[config.mk]
export PLATFORM = sky130hd
export DESIGN_NAME = cpu_top
export DESIGN_NICKNAME = d
export VERILOG_FILES = /design/src/design/cpu_types_pkg.sv /design/src/design/cpu_isa_pkg.sv /design/src/design/alu.sv /design/src/design/pc_unit.sv /design/src/design/register_file.sv /design/src/design/control_unit.sv /design/src/design/cpu_top.sv
export SDC_FILE = /design/constraint.sdc
export NUM_CORES = 1
export LEC_CHECK = 0
export BUFFER_PORTS_ARGS = -buffer_cell sky130_fd_sc_hd__buf_2
export CAP_MARGIN = 20
export CORE_ASPECT_RATIO = 1.5
export CORE_MARGIN = 2
export CORE_UTILIZATION = 55
export CTS_CLUSTER_SIZE = 8
export DETAILED_ROUTE_END_ITERATION = 8
export HOLD_SLACK_MARGIN = 0.05
export PLACE_DENSITY_LB_ADDON = 0.25
export SYNTH_ARGS = -nofsm -noshare
export SYNTH_HDL_FRONTEND = slang
export SYNTH_SLANG_ARGS = --single-unit
[constraint.sdc]
create_clock -name clk -period 9.7 [get_ports clk]
set_input_delay 1.455 -clock clk [delete_from_list [all_inputs] [get_ports clk]]
set_output_delay 1.455 -clock clk [all_outputs]
set_load 0.02 [all_outputs]
[src/design/cpu_types_pkg.sv]
package cpu_types_pkg;

    localparam int WORD_W = 32;
    localparam int ADDR_W = 16;

    localparam int FLAG_Z = 0;          // Zero flag bit
    localparam int FLAG_C = 1;          // Carry flag bit

    typedef logic [WORD_W-1:0] word_t;
    typedef logic [ADDR_W-1:0] addr_t;
    typedef logic [1:0]        reg_sel_t;
    typedef logic [1:0]        flags_t;

    typedef struct packed {
        logic     en;
        reg_sel_t sel;
        word_t    data;
    } reg_write_t;

    typedef struct packed {
        logic   zero_en;
        logic   carry_en;
        flags_t value;
    } flag_write_t;

    typedef enum logic [2:0] {
        ALU_ADD, ALU_SUB, ALU_OR, ALU_AND, ALU_XOR, ALU_NOT, ALU_SHL, ALU_SAR
    } alu_op_t;

    typedef struct packed {
        logic  advance;
        logic  load;                    // Wins over advance
        addr_t target;
    } pc_ctrl_t;

endpackage

[src/design/cpu_isa_pkg.sv]
package cpu_isa_pkg;

    typedef logic [7:0] opcode_t;

    ////////////////////////////////////////////////////////////////////////////
    // Opcode fields inside the instruction word
    ////////////////////////////////////////////////////////////////////////////

    localparam int OPC_MSB = 7;
    localparam int OPC_LSB = 0;
    localparam int REG_MSB = 5;         // Register select of LD/ST/INC/DEC
    localparam int REG_LSB = 4;

    localparam cpu_types_pkg::reg_sel_t REG_A    = 2'd0;
    localparam cpu_types_pkg::reg_sel_t REG_X    = 2'd1;
    localparam cpu_types_pkg::reg_sel_t REG_Y    = 2'd2;
    localparam cpu_types_pkg::reg_sel_t REG_NONE = 2'd3;  // Not a register

    localparam cpu_types_pkg::addr_t RESET_PC  = 16'h0000;
    localparam int                   SHIFT_AMT = 1;

    ////////////////////////////////////////////////////////////////////////////
    // Opcodes
    ////////////////////////////////////////////////////////////////////////////

    localparam opcode_t OP_NOP = 8'h00;
    localparam opcode_t OP_LDI = 8'h01;     // Base, register in 5:4
    localparam opcode_t OP_LDM = 8'h81;     // Base, indirect
    localparam opcode_t OP_ST  = 8'h03;     // Base
    localparam opcode_t OP_ADD = 8'h08;
    localparam opcode_t OP_SUB = 8'h09;
    localparam opcode_t OP_JMP = 8'h10;
    localparam opcode_t OP_OR  = 8'h30;
    localparam opcode_t OP_AND = 8'h31;
    localparam opcode_t OP_XOR = 8'h32;
    localparam opcode_t OP_NOT = 8'h33;
    localparam opcode_t OP_SHL = 8'h34;
    localparam opcode_t OP_SAR = 8'h35;
    localparam opcode_t OP_BZ  = 8'h36;
    localparam opcode_t OP_BNZ = 8'h37;
    localparam opcode_t OP_BC  = 8'h38;
    localparam opcode_t OP_BCC = 8'h39;
    localparam opcode_t OP_TAX = 8'h40;
    localparam opcode_t OP_TAY = 8'h41;
    localparam opcode_t OP_INC = 8'h48;     // Base
    localparam opcode_t OP_DEC = 8'h49;     // Base
    localparam opcode_t OP_TXA = 8'h50;
    localparam opcode_t OP_TYA = 8'h51;

    typedef enum logic [1:0] {
        FETCH,
        OPERAND,
        DATA
    } ctrl_state_t;

endpackage

[src/design/alu.sv]
`timescale 1ns/1ps

module alu (
    input  cpu_types_pkg::alu_op_t op,
    input  cpu_types_pkg::word_t   a,
    input  cpu_types_pkg::word_t   b,
    output cpu_types_pkg::word_t   result,
    output logic                   zero,
    output logic                   carry
);
    import cpu_types_pkg::*;
    import cpu_isa_pkg::*;

    logic  sub;
    logic  cout;
    word_t b_in;
    word_t sum;

    // One adder for both directions, sub is a + ~b + 1
    assign sub         = (op == ALU_SUB);
    assign b_in        = sub ? ~b : b;
    assign {cout, sum} = {1'b0, a} + {1'b0, b_in} + {{WORD_W{1'b0}}, sub};

    always_comb begin
        case (op)
            ALU_ADD, ALU_SUB: result = sum;
            ALU_OR:           result = a | b;
            ALU_AND:          result = a & b;
            ALU_XOR:          result = a ^ b;
            ALU_NOT:          result = ~a;
            ALU_SHL:          result = a << SHIFT_AMT;
            ALU_SAR:          result = word_t'($signed(a) >>> SHIFT_AMT);  // Sign fill
            default:          result = sum;
        endcase
    end

    assign zero  = (result == '0);
    assign carry = (op == ALU_ADD || op == ALU_SUB) ? cout : 1'b0;   // No borrow on sub

endmodule

[src/design/pc_unit.sv]
`timescale 1ns/1ps

module pc_unit (
    input  logic                    clk,
    input  logic                    reset,
    input  cpu_types_pkg::pc_ctrl_t ctrl,
    output cpu_types_pkg::addr_t    pc
);
    import cpu_types_pkg::*;
    import cpu_isa_pkg::*;

    addr_t pc_next;

    always_comb begin
        if (ctrl.load) begin
            pc_next = ctrl.target;              // Jump or taken branch
        end else if (ctrl.advance) begin
            pc_next = pc + addr_t'(1);
        end else begin
            pc_next = pc;
        end
    end

    always_ff @(posedge clk or posedge reset) begin
        if (reset) begin
            pc <= RESET_PC;
        end else begin
            pc <= pc_next;
        end
    end

endmodule

[src/design/register_file.sv]
`timescale 1ns/1ps

module register_file (
    input  logic                       clk,
    input  logic                       reset,
    input  cpu_types_pkg::reg_write_t  reg_write,
    input  cpu_types_pkg::flag_write_t flag_write,
    output cpu_types_pkg::word_t       a_reg,
    output cpu_types_pkg::word_t       x_reg,
    output cpu_types_pkg::word_t       y_reg,
    output cpu_types_pkg::flags_t      flags
);
    import cpu_types_pkg::*;
    import cpu_isa_pkg::*;

    always_ff @(posedge clk or posedge reset) begin
        if (reset) begin
            a_reg <= '0;
            x_reg <= '0;
            y_reg <= '0;
        end else if (reg_write.en) begin
            case (reg_write.sel)
                REG_A:   a_reg <= reg_write.data;
                REG_X:   x_reg <= reg_write.data;
                REG_Y:   y_reg <= reg_write.data;
                default: ;                      // Select 3 writes nothing
            endcase
        end
    end

    // Each flag has its own enable
    always_ff @(posedge clk or posedge reset) begin
        if (reset) begin
            flags <= '0;
        end else begin
            if (flag_write.zero_en) begin
                flags[FLAG_Z] <= flag_write.value[FLAG_Z];
            end
            if (flag_write.carry_en) begin
                flags[FLAG_C] <= flag_write.value[FLAG_C];
            end
        end
    end

endmodule

[src/design/control_unit.sv]
`timescale 1ns/1ps

module control_unit (
    input  logic                       clk,
    input  logic                       reset,
    input  cpu_types_pkg::word_t       din,
    input  cpu_types_pkg::addr_t       pc,
    input  cpu_types_pkg::word_t       a_reg,
    input  cpu_types_pkg::word_t       x_reg,
    input  cpu_types_pkg::word_t       y_reg,
    input  cpu_types_pkg::flags_t      flags,
    input  cpu_types_pkg::word_t       alu_result,
    input  logic                       alu_zero,
    input  logic                       alu_carry,
    output cpu_types_pkg::alu_op_t     alu_op,
    output cpu_types_pkg::word_t       alu_a,
    output cpu_types_pkg::word_t       alu_b,
    output cpu_types_pkg::pc_ctrl_t    pc_ctrl,
    output cpu_types_pkg::reg_write_t  reg_write,
    output cpu_types_pkg::flag_write_t flag_write,
    output cpu_types_pkg::addr_t       addr,
    output cpu_types_pkg::word_t       dout,
    output logic                       rw
);
    import cpu_types_pkg::*;
    import cpu_isa_pkg::*;

    ctrl_state_t state;
    ctrl_state_t state_next;
    opcode_t     ir;            // Instruction register
    addr_t       ab;            // Address buffer
    word_t       sd;            // Store data
    opcode_t     base_op;       // Opcode with register field cleared
    reg_sel_t    sel;
    word_t       sel_reg;
    alu_op_t     ir_alu_op;
    logic        is_ldi;
    logic        is_ldm;
    logic        is_st;
    logic        is_inc;
    logic        is_dec;
    logic        taken;

    ////////////////////////////////////////////////////////////////////////////
    // Decode
    ////////////////////////////////////////////////////////////////////////////

    assign sel     = ir[REG_MSB:REG_LSB];
    assign base_op = {ir[OPC_MSB:REG_MSB+1], 2'b00, ir[REG_LSB-1:OPC_LSB]};
    assign is_ldi  = (sel != REG_NONE) && (base_op == OP_LDI);
    assign is_ldm  = (sel != REG_NONE) && (base_op == OP_LDM);
    assign is_st   = (sel != REG_NONE) && (base_op == OP_ST);
    assign is_inc  = (sel != REG_NONE) && (base_op == OP_INC);
    assign is_dec  = (sel != REG_NONE) && (base_op == OP_DEC);

    always_comb begin
        case (sel)
            REG_X:   sel_reg = x_reg;
            REG_Y:   sel_reg = y_reg;
            default: sel_reg = a_reg;
        endcase
    end

    always_comb begin
        case (ir)
            OP_SUB:  ir_alu_op = ALU_SUB;
            OP_OR:   ir_alu_op = ALU_OR;
            OP_AND:  ir_alu_op = ALU_AND;
            OP_XOR:  ir_alu_op = ALU_XOR;
            OP_NOT:  ir_alu_op = ALU_NOT;
            OP_SHL:  ir_alu_op = ALU_SHL;
            OP_SAR:  ir_alu_op = ALU_SAR;
            default: ir_alu_op = ALU_ADD;
        endcase
    end

    // The only place branch conditions are tested
    always_comb begin
        case (ir)
            OP_BZ:   taken = flags[FLAG_Z];
            OP_BNZ:  taken = !flags[FLAG_Z];
            OP_BC:   taken = flags[FLAG_C];
            OP_BCC:  taken = !flags[FLAG_C];
            default: taken = 1'b1;              // JMP
        endcase
    end

    ////////////////////////////////////////////////////////////////////////////
    // FSM outputs
    ////////////////////////////////////////////////////////////////////////////

    always_comb begin
        state_next               = state;
        alu_op                   = ALU_ADD;
        alu_a                    = a_reg;
        alu_b                    = din;
        pc_ctrl                  = '0;
        pc_ctrl.target           = din[ADDR_W-1:0];
        reg_write                = '0;
        reg_write.sel            = REG_A;
        reg_write.data           = alu_result;
        flag_write               = '0;
        flag_write.value[FLAG_Z] = alu_zero;
        flag_write.value[FLAG_C] = alu_carry;
        case (state)
            FETCH: begin
                pc_ctrl.advance = 1'b1;
                state_next      = OPERAND;
            end
            OPERAND: begin
                state_next = FETCH;
                if (is_ldi) begin
                    alu_op             = ALU_OR;        // 0 | din, for the zero flag
                    alu_a              = '0;
                    reg_write.en       = 1'b1;
                    reg_write.sel      = sel;
                    flag_write.zero_en = 1'b1;
                    pc_ctrl.advance    = 1'b1;
                end else if (is_ldm || is_st) begin
                    pc_ctrl.advance = 1'b1;             // Address word consumed
                    state_next      = DATA;
                end else if (is_inc || is_dec) begin
                    alu_op              = is_dec ? ALU_SUB : ALU_ADD;
                    alu_a               = sel_reg;
                    alu_b               = word_t'(1);
                    reg_write.en        = 1'b1;
                    reg_write.sel       = sel;
                    flag_write.zero_en  = 1'b1;
                    flag_write.carry_en = 1'b1;
                end else begin
                    case (ir)
                        OP_ADD, OP_SUB, OP_OR, OP_AND, OP_XOR: begin
                            alu_op              = ir_alu_op;
                            reg_write.en        = 1'b1;
                            flag_write.zero_en  = 1'b1;
                            flag_write.carry_en = (ir == OP_ADD) || (ir == OP_SUB);
                            pc_ctrl.advance     = 1'b1;
                        end
                        OP_NOT, OP_SHL, OP_SAR: begin
                            alu_op             = ir_alu_op;
                            reg_write.en       = 1'b1;
                            flag_write.zero_en = 1'b1;
                        end
                        OP_TAX, OP_TAY: begin
                            reg_write.en   = 1'b1;
                            reg_write.sel  = (ir == OP_TAX) ? REG_X : REG_Y;
                            reg_write.data = a_reg;
                        end
                        OP_TXA, OP_TYA: begin
                            reg_write.en   = 1'b1;
                            reg_write.data = (ir == OP_TXA) ? x_reg : y_reg;
                        end
                        OP_JMP, OP_BZ, OP_BNZ, OP_BC, OP_BCC: begin
                            pc_ctrl.load    = taken;
                            pc_ctrl.advance = !taken;   // Skip the target word
                        end
                        default: ;                      // NOP and unknown opcodes
                    endcase
                end
            end
            DATA: begin
                state_next = FETCH;
                if (is_ldm) begin
                    alu_op             = ALU_OR;
                    alu_a              = '0;
                    reg_write.en       = 1'b1;
                    reg_write.sel      = sel;
                    flag_write.zero_en = 1'b1;
                end
            end
            default: state_next = FETCH;
        endcase
    end

    always_ff @(posedge clk or posedge reset) begin
        if (reset) begin
            state <= FETCH;
            ir    <= OP_NOP;
        end else begin
            state <= state_next;
            if (state == FETCH) begin
                ir <= din[OPC_MSB:OPC_LSB];
            end
        end
    end

    // Indirect address and store data, taken in OPERAND
    always_ff @(posedge clk) begin
        if (state == OPERAND && (is_ldm || is_st)) begin
            ab <= din[ADDR_W-1:0];
            sd <= sel_reg;
        end
    end

    assign addr = (state == DATA) ? ab : pc;
    assign dout = sd;
    assign rw   = !((state == DATA) && is_st);  // Low only in a store's DATA cycle

endmodule

[src/design/cpu_top.sv]
`timescale 1ns/1ps

module cpu_top (
    input  logic                 clk,
    input  logic                 reset,
    input  cpu_types_pkg::word_t din,
    output cpu_types_pkg::addr_t addr,
    output cpu_types_pkg::word_t dout,
    output logic                 rw             // High for read
);

    cpu_types_pkg::alu_op_t     alu_op;
    cpu_types_pkg::word_t       alu_a;
    cpu_types_pkg::word_t       alu_b;
    cpu_types_pkg::word_t       alu_result;
    logic                       alu_zero;
    logic                       alu_carry;
    cpu_types_pkg::pc_ctrl_t    pc_ctrl;
    cpu_types_pkg::addr_t       pc;
    cpu_types_pkg::reg_write_t  reg_write;
    cpu_types_pkg::flag_write_t flag_write;
    cpu_types_pkg::word_t       a_reg;
    cpu_types_pkg::word_t       x_reg;
    cpu_types_pkg::word_t       y_reg;
    cpu_types_pkg::flags_t      flags;

    alu i_alu (
        .op     (alu_op),
        .a      (alu_a),
        .b      (alu_b),
        .result (alu_result),
        .zero   (alu_zero),
        .carry  (alu_carry)
    );

    pc_unit i_pc_unit (
        .clk   (clk),
        .reset (reset),
        .ctrl  (pc_ctrl),
        .pc    (pc)
    );

    register_file i_register_file (
        .clk        (clk),
        .reset      (reset),
        .reg_write  (reg_write),
        .flag_write (flag_write),
        .a_reg      (a_reg),
        .x_reg      (x_reg),
        .y_reg      (y_reg),
        .flags      (flags)
    );

    control_unit i_control_unit (
        .clk        (clk),
        .reset      (reset),
        .din        (din),
        .pc         (pc),
        .a_reg      (a_reg),
        .x_reg      (x_reg),
        .y_reg      (y_reg),
        .flags      (flags),
        .alu_result (alu_result),
        .alu_zero   (alu_zero),
        .alu_carry  (alu_carry),
        .alu_op     (alu_op),
        .alu_a      (alu_a),
        .alu_b      (alu_b),
        .pc_ctrl    (pc_ctrl),
        .reg_write  (reg_write),
        .flag_write (flag_write),
        .addr       (addr),
        .dout       (dout),
        .rw         (rw)
    );

endmodule

### Word level (Yosys, flattened, before mapping)

Index checks and enable logic that the tools add are counted.

| storage, ports and cells | value |
|---|---|
| register bits | 172 |
| input bits | 34 |
| output and inout bits | 49 |

| cells by class | value |
|---|---|
| $add $sub $neg | 3 |
| equal/unequal tests | 36 |
| muxes and demuxes | 59 |
| bitwise operators | 5 |
| reduce and logical (&&, ||, !) cells | 30 |

Operators with widths:

| operator | number |
|---|---|
| 32-bit two-way mux | 13 |
| 32-bit case mux with 7 select lines | 1 |
| 32-bit case mux with 2 select lines | 3 |
| 8-bit by 6-bit equality test with 1-bit output, second input constant | 10 |
| 32-bit NOT | 2 |
| 16-bit two-way mux | 3 |
| 35-bit two-way mux | 1 |
| 32-bit by 32-bit adder with 33-bit output | 1 |
| 33-bit by 1-bit adder with 33-bit output | 1 |
| 32-bit AND | 1 |
| 8-bit by 7-bit equality test with 1-bit output, second input constant | 4 |
| 32-bit zero test | 1 |
| 32-bit OR | 1 |
| 32-bit XOR | 1 |
| 3-bit two-way mux | 7 |
| 3-bit case mux with 7 select lines | 1 |
| 16-bit by 1-bit adder with 16-bit output, second input constant | 1 |
| 8-bit by 4-bit equality test with 1-bit output, second input constant | 2 |
| 2-bit two-way mux | 8 |
| 1-bit two-way mux | 15 |
| 3-bit equality test, second input constant | 4 |
| 6-bit by 5-bit equality test with 1-bit output, second input constant | 2 |
| 3-bit case mux with 2 select lines | 2 |
| 12-bit OR reduction | 1 |
| 22 further kinds | 47 |

### Depth between registers and ports, before layout

| logic depth | value |
|---|---|
| depth in word-level cells | 19 |
| gate-level depth with buffers | 23 |

### Hierarchy

Synthesis repeated with hierarchy kept, for this count alone.

| second synthesis, totals | value |
|---|---|
| cell total of the unflattened synthesis | 1566 |
| area total of the unflattened synthesis | 14825.5 µm² |

Modules (own cells, without submodules):

| module | times used | cells each | area each (µm²) |
|---|---|---|---|
| alu | 1 | 750 | 5266.3 |
| control_unit | 1 | 506 | 4939.7 |
| register_file | 1 | 209 | 3702.3 |
| pc_unit | 1 | 101 | 917.1 |

### Worst setup path after synthesis

Ideal clock, no wire load.

| path | value |
|---|---|
| path type | register to register |
| start point | register i_control_unit.ir[4] |
| end point | register i_control_unit.ab[0], enable pin |
| setup time | 0.513 ns |
| arrival time | 4.944 ns |
| required time | 9.187 ns |
| slack | 4.243 ns |
| cell stages (with the launch flop) | 7 |
| path buffers | 2 |
| clock period less this slack | 5.457 ns |
| cells stage by stage | dfrtp_1 > ha_1 > buf_2 > or4b_1 > buf_2 > or2_1 > nor3_1 |

| on the way | value |
|---|---|
| word-level cells in the longest chain between the ends | 4 |
| elaborated cells between the ends (all ways) | 5 |

Ends and longest elaborated chain:

| element | RTL line | RTL |
|---|---|---|
| start, declared | control_unit.sv:30 | `opcode_t ir;` |
| start signal, assigned | control_unit.sv:182 | `ir <= din[OPC_MSB:OPC_LSB];` |
| 2-bit != test (*) | control_unit.sv:51, control_unit.sv:52 |  |
| 1-bit logical AND, on equally long branches | control_unit.sv:51, control_unit.sv:52 |  |
| 1-bit logical OR (*) | control_unit.sv:189 | `if (state == OPERAND && (is_ldm \|\| is_st)) begin` |
| 1-bit logical AND (*) | control_unit.sv:189 |  |
| end signal, assigned | control_unit.sv:190 | `ab <= din[ADDR_W-1:0];` |
| end, declared | control_unit.sv:31 | `addr_t ab;` |

Mark *: on every way between the ends. The rest lies on a longest branch, timed or not.
A chain may end at the register's enable or synchronous reset.

### Worst setup path in the final report

| path | value |
|---|---|
| start point | register i_control_unit.ir[4] |
| end point | register i_register_file.flags[0] |

| on the way | value |
|---|---|
| word-level cells in the longest chain between the ends | 13 |
| elaborated cells between the ends (all ways) | 62 |

Ends and longest elaborated chain:

| element | RTL line | RTL |
|---|---|---|
| 8-bit by 6-bit equality test with 1-bit output, or another cell as far along | control_unit.sv:65, control_unit.sv:131 |  |
| 3-bit case mux with 7 select lines, or another cell as far along | control_unit.sv:65 | `case (ir)` |
| 3-bit two-way mux, or another cell as far along | control_unit.sv:131 | `case (ir)` |
| 3-bit two-way mux or 32-bit two-way mux (tied branches) | control_unit.sv:122 | `end else if (is_inc \|\| is_dec) begin` |
| 3-bit two-way mux or 32-bit two-way mux (tied branches) | control_unit.sv:119 | `end else if (is_ldm \|\| is_st) begin` |
| 3-bit two-way mux or 32-bit two-way mux (tied branches) | control_unit.sv:112 | `if (is_ldi) begin` |
| 3-bit case mux with 2 select lines or 32-bit two-way mux (tied branches) | control_unit.sv:105 | `case (state)` |
| 3-bit by 1-bit equality test with 1-bit output or 32-bit NOT (tied branches) | alu.sv:20, alu.sv:25, alu.sv:21 |  |
| 32-bit two-way mux | alu.sv:21 | `assign b_in = sub ? ~b : b;` |
| 32-bit by 32-bit adder with 33-bit output | alu.sv:22 | `assign {cout, sum} = {1'b0, a} + {1'b0, b_in} + {{WORD_W{1'b0}}, sub};` |
| 33-bit by 1-bit adder with 33-bit output | alu.sv:22 |  |
| 32-bit case mux with 7 select lines | alu.sv:25 | `case (op)` |
| 32-bit zero test | alu.sv:37 | `assign zero = (result == '0);` |
| end signal, assigned by index | register_file.sv:37 | `flags[FLAG_Z] <= flag_write.value[FLAG_Z];` |
| end signal, assigned by index | register_file.sv:40 | `flags[FLAG_C] <= flag_write.value[FLAG_C];` |
| end, declared | register_file.sv:11 | `output cpu_types_pkg::flags_t flags` |

Parallel ways exist; a longest one is shown, timed or not.

==> flow_summary.yaml <==
yosys:
  synth_xor_xnor_area_share_pct: 4.49
  synth_top_cells_by_area: "dfrtp_1 23%, edfxtp_1 11%, ha_1 9.4%, nand2_1 6.3%, o21ai_0 4.3%"
  avgSynthCellArea_um2: 8.32
  yosysUniqueCellTypes: 89
  syn_area_um2: 13600
  yosys_warnings: 0
  synth.yosys.seq_area_share_pct: 33.3
  ys.flop_type: "dfrtp_1"
  synthCells: 1641
  synth.ff_latch_count: 172
  synth_top_area_share_pct: 22.7
  synth_simple_gate_area_share_pct: 16.1
  synth_edf_count: 48
  synth_fa_ha_area_share_pct: 9.59
  synth-compound-area-share_pct: 25.5
  syn-num-nets: 1779
  synthMuxAreaShare_pct: 5.48
  yosys.area.top_type: "dfrtp_1"
  synth_top_family_by_area: "compound AO/OA/AOI/OAI gates"
  synthArstFlopShare_pct: 72.1
power:
  power.total_mw: 6.01
  p_per_area_nw_per_um2: 403
  leakage_nw: 6.59
  ir_drop_mv: 0.228
final_layout:
  fin_area_um2: 14900
  nFillCells: 2220
  layout_common_cells: "227 x nand2_1, 123 x dfrtp_1, 116 x o21ai_0"
  drive_above_1_share_pct: 12.1
  nNetsFinal: 1791
  final_common_cell: "nand2_1"
  diodes: 0
  area_growth_pct: 9.33
setup_path:
  critical_path_arrival_ns: 6.60
  start_kind: "flip-flop"
  reg2reg_depth: 19
  cp.required_ns: 10.05
  worst-path-buf-inv: 2
  worst-path-stages: 19
  critPathCaptureType: "flip-flop"
  worstReg2RegStart: "i_control_unit.ir[4]"
  rrSetupSlack_ns: 3.45
  cp_slowest_cell: "or4b_1"
  worstSetupPathType: "reg2reg"
  cpPeakStageDelay_ns: 0.67
  cp_max_fo: 32
  r2r_end: "i_register_file.flags[0]"
  critPathTopFamily: "compound AO/OA/AOI/OAI gates"
  path_cells: "ha_1 -> or4b_1 -> o41ai_4 -> o21ai_2 -> buf_4 -> a22oi_1 -> inv_1 -> ha_1 -> a21oi_1 -> o21ai_0 -> a31oi_1 -> a211oi_1 -> o21ai_1 -> o21ba_1 -> o21ai_0 -> or4_1 -> nand3_1 -> or3_1 -> o31ai_2"
clock_network:
  cts_tree: "yes"
  cts_root_buf: "clkbuf_16"
  h-tree-depth: 4
  cts_hold_buf: 0
  postCtsSetupBuffers: 0
  clock_sinks: 172
  clockBufferDepth: 2
  worstSkewPairLatency_ns: 0.45
  clk_pin_slew_ns: 0.07
  ctsResizeCount: 0
  numCtsBuffers: 17
timing:
  slew_headroom_pct: 20.5
  worst_pin_slew_ns: 1.19
  final_hold_viol_count: 0
  drv_slew: 0
  rsz0062_at_grt: "false"
  final-setup-viol-count: 0
  period_share_pct: 64.4
  timing.fmax_mhz: 160
  finClkSkew_ns: 0.0104
  holdWs_ns: 0.508
  min_period_ns: 6.25
  setup_tns_ns: 0
detailed_routing:
  viasPerCell: 6.48
  ant_nets: 0
  drt_pre_antenna_iters: 6
  wire_per_inst_um: 21.4
  drt-total-wl_um: 42700
  num_vias: 12900
  drc_errors: 0
  drt-initial-drc-count: 1447
global_route:
  groute.usage.overall_pct: 32.7
  grt_pass1_vias: 12200
  overflow: 0
  antenna_found_initial: 0
  grt_first_pass_wirelength_um: 67100
  grt_max_degree: 83
job:
  maxCapViolations: 0
min_path:
  hp-class: "reg2reg"
  min_delay_path_depth: 2
  worstHoldStart: "i_register_file.x_reg[3]"
  whs_endpoint: "i_register_file.x_reg[3]"
run_status:
  outcome: "finished, final reports clean"
die:
  die_w_um: 133
  die_y_um: 197
  io_pins: 83
  die_area_um2: 26100
  coreArea_um2: 24300
  initial_core_util_pct: 56.1
  num_rows: 70
placed_design:
  gp_congestion: 0.989
  hpwl_um: 29600
  place_area_um2: 14300
  numPortBuffers: 82
-- layer usage --
| layer | GRT usage (%) | vias up | wire [um] |
|---|---|---|---|
| li1 | - | 5984 | - |
| met1 | 42.0 | 6139 | 17100 |
| met2 | 53.9 | 651 | 20500 |
| met3 | 5.02 | 130 | 3180 |
| met4 | 16.1 | 0 | 1900 |
| met5 | 0 | - | 0 |
-- power by group --
| part | internal (mW) | switching (mW) |
|---|---|---|
| combinational | 1.43 | 2.65 |
| clock | 0.364 | 0.319 |
| sequential | 1.02 | 0.230 |
-- cells in the mapped netlist (all sizes together), types with 4 or more instances --
| master | number |
|---|---|
| edfxtp | 48 |
| buf | 22 |
| or3 | 8 |
| a222oi | 4 |
| o22ai | 21 |
| nor2 | 117 |
| a2111oi | 4 |
| xnor2 | 49 |
| and3 | 11 |
| a221oi | 16 |
| dfrtp | 124 |
| nand2b | 7 |
| nand2 | 228 |
| nor4 | 6 |
| o211ai | 9 |
| ha | 103 |
| a21o | 24 |
| or4b | 5 |
| mux2i | 41 |
| a31oi | 16 |
| nor3 | 29 |
| o31ai | 5 |
| a211oi | 19 |
| a21oi | 100 |
| mux2 | 30 |
| inv | 80 |
| a21boi | 4 |
| o21ai | 172 |
| nor2b | 13 |
| a2bb2oi | 5 |
| a22oi | 72 |
| o221ai | 4 |
| nor3b | 4 |
| nand3 | 28 |
| o21a | 7 |
| clkbuf | 96 |
| xor2 | 21 |
| nand4 | 14 |
| a22o | 14 |
-- worst max-delay path by stage --
| stage | start | to | slack (ns) |
|---|---|---|---|
| finish | i_control_unit.ir[4] | i_register_file.flags[0] | 3.45 |
| detailed placement | i_control_unit.state[0] | i_register_file.flags[0] | 3.63 |
| global route | i_control_unit.ir[4] | i_register_file.flags[0] | 3.03 |
| floorplan | i_control_unit.ir[4] | i_control_unit.ab[0] | 4.24 |
| global placement | i_control_unit.ir[4] | i_register_file.flags[0] | 3.79 |
| CTS | i_control_unit.state[0] | i_register_file.flags[0] | 3.59 |
-- cell families after synthesis --
| kind of cell | Yosys count |
|---|---|
| AO/OA/AOI/OAI | 535 |
| flip-flops | 172 |
| multiplexers | 71 |
| adder cells (fa/ha/maj) | 104 |
| buffers and inverters | 199 |
| XOR/XNOR | 70 |
| AND/OR/NAND/NOR | 490 |
-- metrics by stage --
step                cells  setup slack, ns  utilization (%)
CTS                  1987             3.59             61.0
global route         1990             3.03             61.3
detailed placement   1955             3.63             58.6
finish               1990             3.45             61.3
global placement     1955             3.79             58.6
floorplan            1641             4.24                -
-- final cells by class --
cell class	instances	area, um^2	area share (%)
clock buffers	18	429	2.88
clock inverters	14	154	1.03
inverters	81	307	2.05
multi-input cells	1270	8410	56.4
flip-flops and latches	172	4550	30.5
well taps	324	405	2.72
repair buffers	111	668	4.48
-- worst reg2reg max path, stage by stage, from the launching register on --
cell,delay (ns)
dfrtp_1,0.43
ha_1,0.32
or4b_1,0.68
o41ai_4,0.38
o21ai_2,0.09
buf_4,0.28
a22oi_1,0.55
inv_1,0.14
ha_1,0.43
a21oi_1,0.12
o21ai_0,0.30
a31oi_1,0.17
a211oi_1,0.60
o21ai_1,0.22
o21ba_1,0.25
o21ai_0,0.34
or4_1,0.17
nand3_1,0.10
or3_1,0.38
o31ai_2,0.25
Note: power is estimated with default switching activity, not from simulation.
